**src/ghash_pkg.sv**
```systemverilog
// GHASH shared definitions
package ghash_pkg;

    // Width of one block, key or hash value
    localparam int NB_BLOCK = 128;

    // One GF(2^128) element in GCM bit order
    typedef logic [NB_BLOCK-1:0] gf_block_t;

    // Key table bus opcodes
    typedef enum logic
    {
        KEY_OP_READ  = 1'b0,
        KEY_OP_WRITE = 1'b1
    } key_bus_op_e;

    // Power generator states
    typedef enum logic [1:0]
    {
        PG_IDLE  = 2'd0,
        PG_WRITE = 2'd1,
        PG_DONE  = 2'd2
    } pg_state_e;

    // Core power fetch states
    typedef enum logic [1:0]
    {
        FETCH_IDLE  = 2'd0,
        FETCH_REQ   = 2'd1,
        FETCH_WAIT  = 2'd2,
        FETCH_READY = 2'd3
    } fetch_state_e;

endpackage

```
**src/key_bus_if.sv**
```systemverilog
// Key table bus
`timescale 1ns/1ps

interface key_bus_if
    import ghash_pkg::*;
#(
    parameter int N_BLOCKS = 2
);

    // One entry per power of H
    localparam int NB_ADDR = (N_BLOCKS > 1) ? $clog2(N_BLOCKS) : 1;

    logic               req;
    key_bus_op_e        op;
    logic [NB_ADDR-1:0] addr;
    gf_block_t          wdata;
    logic               gnt;
    gf_block_t          rdata;

    // Side that issues reads and writes
    modport requester (output req, output op, output addr, output wdata,
                       input gnt, input rdata);

    // Table side of the bus
    modport tbl (input req, input op, input addr, input wdata,
                 output gnt, output rdata);

endinterface

```
**src/key_table.sv**
```systemverilog
// Hash key power table
`timescale 1ns/1ps

module key_table
    import ghash_pkg::*;
#(
    parameter int N_BLOCKS = 2
)
(
    input  logic   i_clock,
    input  logic   i_reset,
    key_bus_if.tbl bus
);

    // Entry j holds H^(j+1)
    gf_block_t mem [N_BLOCKS];
    gf_block_t rdata_q;

    // Table never stalls, arbiter decides who gets in
    assign bus.gnt = bus.req;

    always_ff @(posedge i_clock)
    begin : l_table
        if (i_reset)
        begin
            for (int i = 0; i < N_BLOCKS; i++)
            begin
                mem[i] <= '0;
            end
            rdata_q <= '0;
        end
        else if (bus.req && bus.gnt)
        begin
            // Write lands at this edge, read data one cycle later
            if (bus.op == KEY_OP_WRITE)
            begin
                mem[bus.addr] <= bus.wdata;
            end
            else
            begin
                rdata_q <= mem[bus.addr];
            end
        end
    end

    assign bus.rdata = rdata_q;

endmodule

```
**src/flat_wrapper.sv**
```systemverilog
// flat-port wrapper written by rule: the top's interface ports become plain ports
module key_table_flat import ghash_pkg::*;
#(
    parameter int N_BLOCKS = 2
)
  (i_clock, i_reset, bus_req, bus_op, bus_addr, bus_wdata, bus_gnt, bus_rdata);
  key_bus_if #(.N_BLOCKS(N_BLOCKS)) bus_i ();
  input  logic i_clock;
  input  logic i_reset;
  input wire logic [$bits(bus_i.req)-1:0] bus_req;
  input wire logic [$bits(bus_i.op)-1:0] bus_op;
  input wire logic [$bits(bus_i.addr)-1:0] bus_addr;
  input wire logic [$bits(bus_i.wdata)-1:0] bus_wdata;
  output wire logic [$bits(bus_i.gnt)-1:0] bus_gnt;
  output wire logic [$bits(bus_i.rdata)-1:0] bus_rdata;
  assign bus_i.req = bus_req;
  assign bus_i.op = bus_op;
  assign bus_i.addr = bus_addr;
  assign bus_i.wdata = bus_wdata;
  assign bus_gnt = bus_i.gnt;
  assign bus_rdata = bus_i.rdata;
  key_table #(.N_BLOCKS(N_BLOCKS)) u_core (.i_clock(i_clock), .i_reset(i_reset), .bus(bus_i));
endmodule
```
**config.mk**
```make
export PLATFORM = sky130hd
export DESIGN_NAME = key_table_flat
export DESIGN_NICKNAME = d
export VERILOG_FILES = /design/src/ghash_pkg.sv /design/src/key_bus_if.sv /design/src/key_table.sv /design/src/flat_wrapper.sv
export SDC_FILE = /design/constraint.sdc
export NUM_CORES = 1
export LEC_CHECK = 0
export ABC_AREA = 1
export ABC_CLOCK_PERIOD_IN_PS = 4700
export BUFFER_PORTS_ARGS = -buffer_cell sky130_fd_sc_hd__buf_2
export CORE_MARGIN = 8
export CORE_UTILIZATION = 25
export CTS_BUF_LIST = sky130_fd_sc_hd__clkbuf_8
export DETAILED_ROUTE_END_ITERATION = 10
export PLACE_DENSITY_LB_ADDON = 0.3
export SETUP_SLACK_MARGIN = 0.15
export SKIP_CTS_REPAIR_TIMING = 1
export SLEW_MARGIN = 15
export SYNTH_ARGS = -nofsm -noshare
export SYNTH_HDL_FRONTEND = slang
export SYNTH_SLANG_ARGS = --single-unit
```
**constraint.sdc**
```tcl
create_clock -name i_clock -period 4.7 [get_ports i_clock]
set_clock_uncertainty 0.1 [all_clocks]
set_input_delay 0.235 -clock i_clock [delete_from_list [all_inputs] [get_ports i_clock]]
set_output_delay 0.235 -clock i_clock [all_outputs]
set_load 0.005 [all_outputs]
```
==> results.json, run 1 <==
{
  "cp.arrival_ps": 3050,
  "clk_pin_slew_ps": 60,
  "swShare_pct": 24.5,
  "die_w_um": 274,
  "drt_first_iter_violations": 564,
  "finalNetCount": 2547,
  "yosysWarnings": 0,
  "coreArea_um2": 65700,
  "ys_ff_latch": 384,
  "setup_viol": 0,
  "worstHoldStart": "bus_op",
  "hold_class": "primary input to register",
  "row_count": 94,
  "switching_power_uw": 2000,
  "seq_power_share_pct": 47.8,
  "rsz0062_at_grt": "false",
  "critPathRequiredTime_ps": 4920,
  "pin_count": 262,
  "yosys-top-cells-count": "643 x nand2_1, 513 x nor2_1, 386 x inv_1, 256 x edfxtp_1, 128 x dfxtp_1",
  "grt_overflow": 0,
  "viasPerCell": 3.87,
  "setup-tns-final_ps": 0,
  "finalMaxSlewViolations": 0,
  "synth_cells": 2029,
  "synth_area_leader_cell": "edfxtp_1",
  "netlist_top_cells_area": "edfxtp_1 46%, dfxtp_1 15%, nand2_1 15%",
  "cts_buffer_depth": 3,
  "ir_worst_vdd_uv": 200,
  "fin_crit_sh_pct": 60.2,
  "cp_max_fo": 69,
  "start_util_pct": 25.2,
  "crit_type": "primary input to register",
  "p_int_uw": 6190,
  "p_leak_uw": 0.0110,
  "grt_max_degree": 80,
  "yosysTopAreaCellShare_pct": 46.4,
  "die-area_um2": 74800,
  "cts_tree": "yes",
  "synth.most_common_cell": "nand2_1",
  "synth_nets": 2162,
  "r2r-start": "u_core.mem[1][20]$_SDFFCE_PN0P_",
  "port_buffers": 261,
  "place_area_um2": 18600,
  "vias": 12900,
  "fillers": 6806,
  "cts_buffers": 74,
  "clock_latency_ps": 610,
  "synth_flop_cell": "edfxtp_1",
  "synth-edff-count": 256,
  "max-slew-margin-rel_pct": 32.8,
  "fmax_mhz": 354,
  "ys_seq_area_share_pct": 61.8,
  "crit_path_end_kind": "register",
  "final_hold_viol_count": 0,
  "startpoint": "bus_addr",
  "pwr-share-clk_pct": 42.7,
  "yosysUniqueCellTypes": 11,
  "p_per_area_nw_per_um2": 381,
  "die_y_um": 274,
  "antenna_found_initial": 1,
  "syn_to_final_growth_pct": 29.7,
  "post-route-min-period_ps": 2830,
  "wl_per_cell_um": 13.9,
  "tightest_slew_ps": 1010,
  "crit_path_start_kind": "primary input",
  "place_congestion": 0.749,
  "drive_above_1_share_pct": 15.6,
  "finalPower_uw": 8190,
  "syn-cell-area_um2": 16600,
  "clock-sinks": 384,
  "grt_pass1_wl_mm": 69.5,
  "drc": 0,
  "status": "finished clean",
  "grtUsageTotal_pct": 11.9,
  "place_hpwl_mm": 28.4,
  "grt_pass1_vias": 12500,
  "combPwrFrac_pct": 9.4,
  "htreeDepth": 3,
  "r2r_slack_ps": 3660,
  "drt-total-wl_mm": 46.4,
  "drt_pass1_iterations": 5,
  "cap_viol_max_count": 0,
  "ant_nets": 0,
  "stdcell_area_um2": 21500,
  "syn_area_per_cell_um2": 8.17,
  "cts-root-buf": "clkbuf_8",
  "synth-async-reset-ratio_pct": 0
}
worst max-delay path: stages:
cell	delay, ps
dlygate4sd3_1	530
buf_4	150
buf_4	290
nand4_1	240
buf_4	590
buf_4	810
nor2_1	100
placed cells by master (no fill, tap or decap), types with 3 or more instances in the layout:
cell type      count
buf_2            260
buf_4             18
bufinv_16          6
clkbuf_8          89
clkinv_1           5
clkinv_2           5
dfxtp_1          128
dlygate4sd3_1    129
edfxtp_1         256
inv_1            416
nand2_1          640
nand2_4            3
nor2_1           512
cells by family after synthesis:
kind of cell / count (synthesis) / share of synthesized area (%)
buffers and inverters: 487 / 11.9
DFF: 384 / 61.8
and+or+nand+nor: 1158 / 26.2
final timing paths:
check,to,cells past startpoint
setup / recovery,u_core.mem[1][59]$_SDFFCE_PN0P_,7
hold / removal,u_core.bus.rdata[118]$_SDFFE_PP0P_,5
setup reg to reg,u_core.bus.rdata[20]$_SDFFE_PP0P_,4
hold reg to reg,u_core.bus.rdata[117]$_SDFFE_PP0P_,4
sequential cells by signal (all words and copies together), names as in the netlist:
signal and flops:
u_core.mem 256, u_core.bus.rdata 128
power by group through the flow:
stage          clock (uW)  combinational [uW]  sequential (uW)
2_1_floorplan           0                 409             4000
3_3_place_gp            0                 700             3980
3_5_place_dp            0                 707             3990
4_1_cts              3640                 711             3920
5_1_grt              3780                 885             3940
6_report             3500                 774             3920
layout make-up:
cell class | count | area (um2) | area share [%]
antenna | 1 | 2.50 | 0.0116
clock buffer | 89 | 1220 | 5.70
clock inverter | 48 | 352 | 1.64
inverter | 388 | 1460 | 6.80
multi-input combinational | 1158 | 4380 | 20.4
sequential | 384 | 10200 | 47.7
tap | 864 | 1080 | 5.03
timing repair buffer | 408 | 2750 | 12.8
metal layers:
layer	vias up	global-route usage (%)	share of wire, %
met5	-	0	0
met2	255	20.8	50
li1	6701	-	-
met3	76	2.82	5.0
met4	0	4.06	2.2
met1	5896	14.1	43
through the flow:
stage,std cells,hold WS (ps),utilization (%),setup WS (ps)
6_report,3340,41.7,32.7,1870
5_1_grt,3340,41.7,32.7,1710
4_1_cts,3210,-271,30.7,2420
3_5_place_dp,3073,402,28.3,1720
3_3_place_gp,3073,403,28.3,1760
2_1_floorplan,2029,355,-,545
Note: power is estimated with default switching activity, not from simulation.
==> inputs of run 2 (changes only) <==
--- a/config.mk
+++ b/config.mk
@@ -6,7 +6,7 @@
 export NUM_CORES = 1
 export LEC_CHECK = 0
 export ABC_AREA = 1
-export ABC_CLOCK_PERIOD_IN_PS = 4700
+export ABC_CLOCK_PERIOD_IN_PS = 2900
 export BUFFER_PORTS_ARGS = -buffer_cell sky130_fd_sc_hd__buf_2
 export CORE_MARGIN = 8
 export CORE_UTILIZATION = 25
==> constraint.sdc (replaced) <==
create_clock -name i_clock -period 2.9 [get_ports i_clock]
set_clock_uncertainty 0.1 [all_clocks]
set_input_delay 0.145 -clock i_clock [delete_from_list [all_inputs] [get_ports i_clock]]
set_output_delay 0.145 -clock i_clock [all_outputs]
set_load 0.005 [all_outputs]
==> run 2 against run 1 <==
  * Global-route usage grew 0.10 points
  * Register-to-register slack worse by 2100 ps
  * Non-clock buffer count rose by 3
  * Setup slack got worse by 1100 ps
  * Sequential share of layout area up 0.053 points
  * Core utilization about the same
  * Clock-buffer cell count down 5
  * Cell count barely moved
  * Wire length up 0.29%
==> results.json, run 2 (synthesis gave the netlist of run 1 again) <==
{
  "status": "finished clean",
  "r2r_slack_ps": 1540,
  "pin_count": 262,
  "drt_pass1_iterations": 4,
  "layout_commonest_cell": "nand2_1",
  "hold_class": "primary input to register",
  "cts_buffer_depth": 3,
  "critPathRequiredTime_ps": 3020,
  "vias": 12900,
  "cts_buffers": 72,
  "viasPerCell": 3.86,
  "drt-total-wl_mm": 46.6,
  "htreeDepth": 3,
  "utilization_pct": 32.7,
  "grt_max_degree": 129,
  "port_buffers": 261,
  "cp_max_fo": 128,
  "grt_pass1_wl_mm": 70.4,
  "max-slew-margin-rel_pct": 44.6,
  "clk_pin_slew_ps": 60,
  "place_congestion": 0.697,
  "crit_path_start_kind": "primary input",
  "p_per_area_nw_per_um2": 592,
  "fin_crit_sh_pct": 72.1,
  "final_cell_mix": "640 x nand2_1, 512 x nor2_1, 420 x inv_1, 260 x buf_2, 256 x edfxtp_1",
  "fmax_mhz": 478,
  "coreArea_um2": 65700,
  "top_register": "u_core.mem",
  "clock_latency_ps": 610,
  "grt_overflow": 0,
  "fillers": 6817,
  "final_hold_viol_count": 0,
  "largest_reg_flops": 256,
  "cts-root-buf": "clkbuf_8",
  "clock-sinks": 384,
  "tightest_slew_ps": 831,
  "die_w_um": 274,
  "syn_to_final_growth_pct": 29.5,
  "row_count": 94,
  "setup-tns-final_ps": 0,
  "cts_tree": "yes",
  "antenna_found_initial": 3,
  "drc": 0,
  "p_leak_uw": 0.0110,
  "finalNetCount": 2548,
  "setup_viol": 0,
  "ant_nets": 0,
  "crit_type": "primary input to register",
  "post-route-min-period_ps": 2090,
  "place_hpwl_mm": 27.2,
  "cap_viol_max_count": 0,
  "die_y_um": 274,
  "grt_pass1_vias": 12800,
  "holdWs_ps": 24.3,
  "finalMaxSlewViolations": 0,
  "finalPower_uw": 12700,
  "ir_worst_vdd_uv": 330,
  "die-area_um2": 74800,
  "cp.arrival_ps": 2210,
  "grtUsageTotal_pct": 12.0,
  "drt_first_iter_violations": 489,
  "start_util_pct": 25.2,
  "wl_per_cell_um": 13.9,
  "crit_path_end_kind": "register",
  "rsz0062_at_grt": "false",
  "drive_above_1_share_pct": 15.3
}
## run 2: cell types whose count changed in the layout (fill, tap and decap cells not counted), sizes merged
cell	delta
dlygate4sd3	+3
bufinv	-4
clkinv	-2
clkinvlp	-1
diode	+1
clkbuf	-5
inv	+6
## run 2: path summary, 6_finish.rpt
check	start	to	cells after the start
hold reg to reg	u_core.bus.rdata[90]$_SDFFE_PP0P_	u_core.bus.rdata[90]$_SDFFE_PP0P_	4
hold / removal	bus_addr	u_core.bus.rdata[8]$_SDFFE_PP0P_	5
setup reg to reg	u_core.mem[0][16]$_SDFFCE_PN0P_	u_core.bus.rdata[16]$_SDFFE_PP0P_	5
setup / recovery	i_reset	u_core.mem[0][73]$_SDFFCE_PN0P_	6
## run 2: stage by stage
stage / cell area [um2] / setup WS (ps) / cells
floorplan: 16600 / 126 / 2029
detailed placement: 18700 / 571 / 3073
global placement: 18700 / 557 / 3073
CTS: 20200 / 1270 / 3204
finish: 21500 / 809 / 3338
global route: 21500 / 747 / 3337
## run 2: final cells by class
| class | instances | area [um2] | share of cell area, % |
|---|---|---|---|
| sequential | 384 | 10200 | 47.7 |
| multi-input combinational | 1158 | 4400 | 20.5 |
| timing repair buffer | 411 | 2880 | 13.4 |
| inverter | 388 | 1460 | 6.80 |
| clock buffer | 84 | 1160 | 5.38 |
| tap | 864 | 1080 | 5.03 |
| clock inverter | 47 | 246 | 1.15 |
| antenna | 2 | 5.00 | 0.0233 |
## run 2: layer usage
layer / share of wire [%] / GRT usage [%]
met5: 0.054 / 0
met4: 2.3 / 4.36
met3: 4.6 / 2.73
met2: 49 / 21.1
met1: 44 / 14.1
## run 2: worst max-delay path, cell delays in order
cell and delay, ps:
dlygate4sd3_1 520, buf_2 130, inv_4 200, nand4_1 340
nand2_8 150, buf_12 610
## run 2: where the power goes
part,total [uW],switching [uW],internal (uW)
combinational,1260,754,505
clock,5100,2290,2810
sequential,6360,139,6220
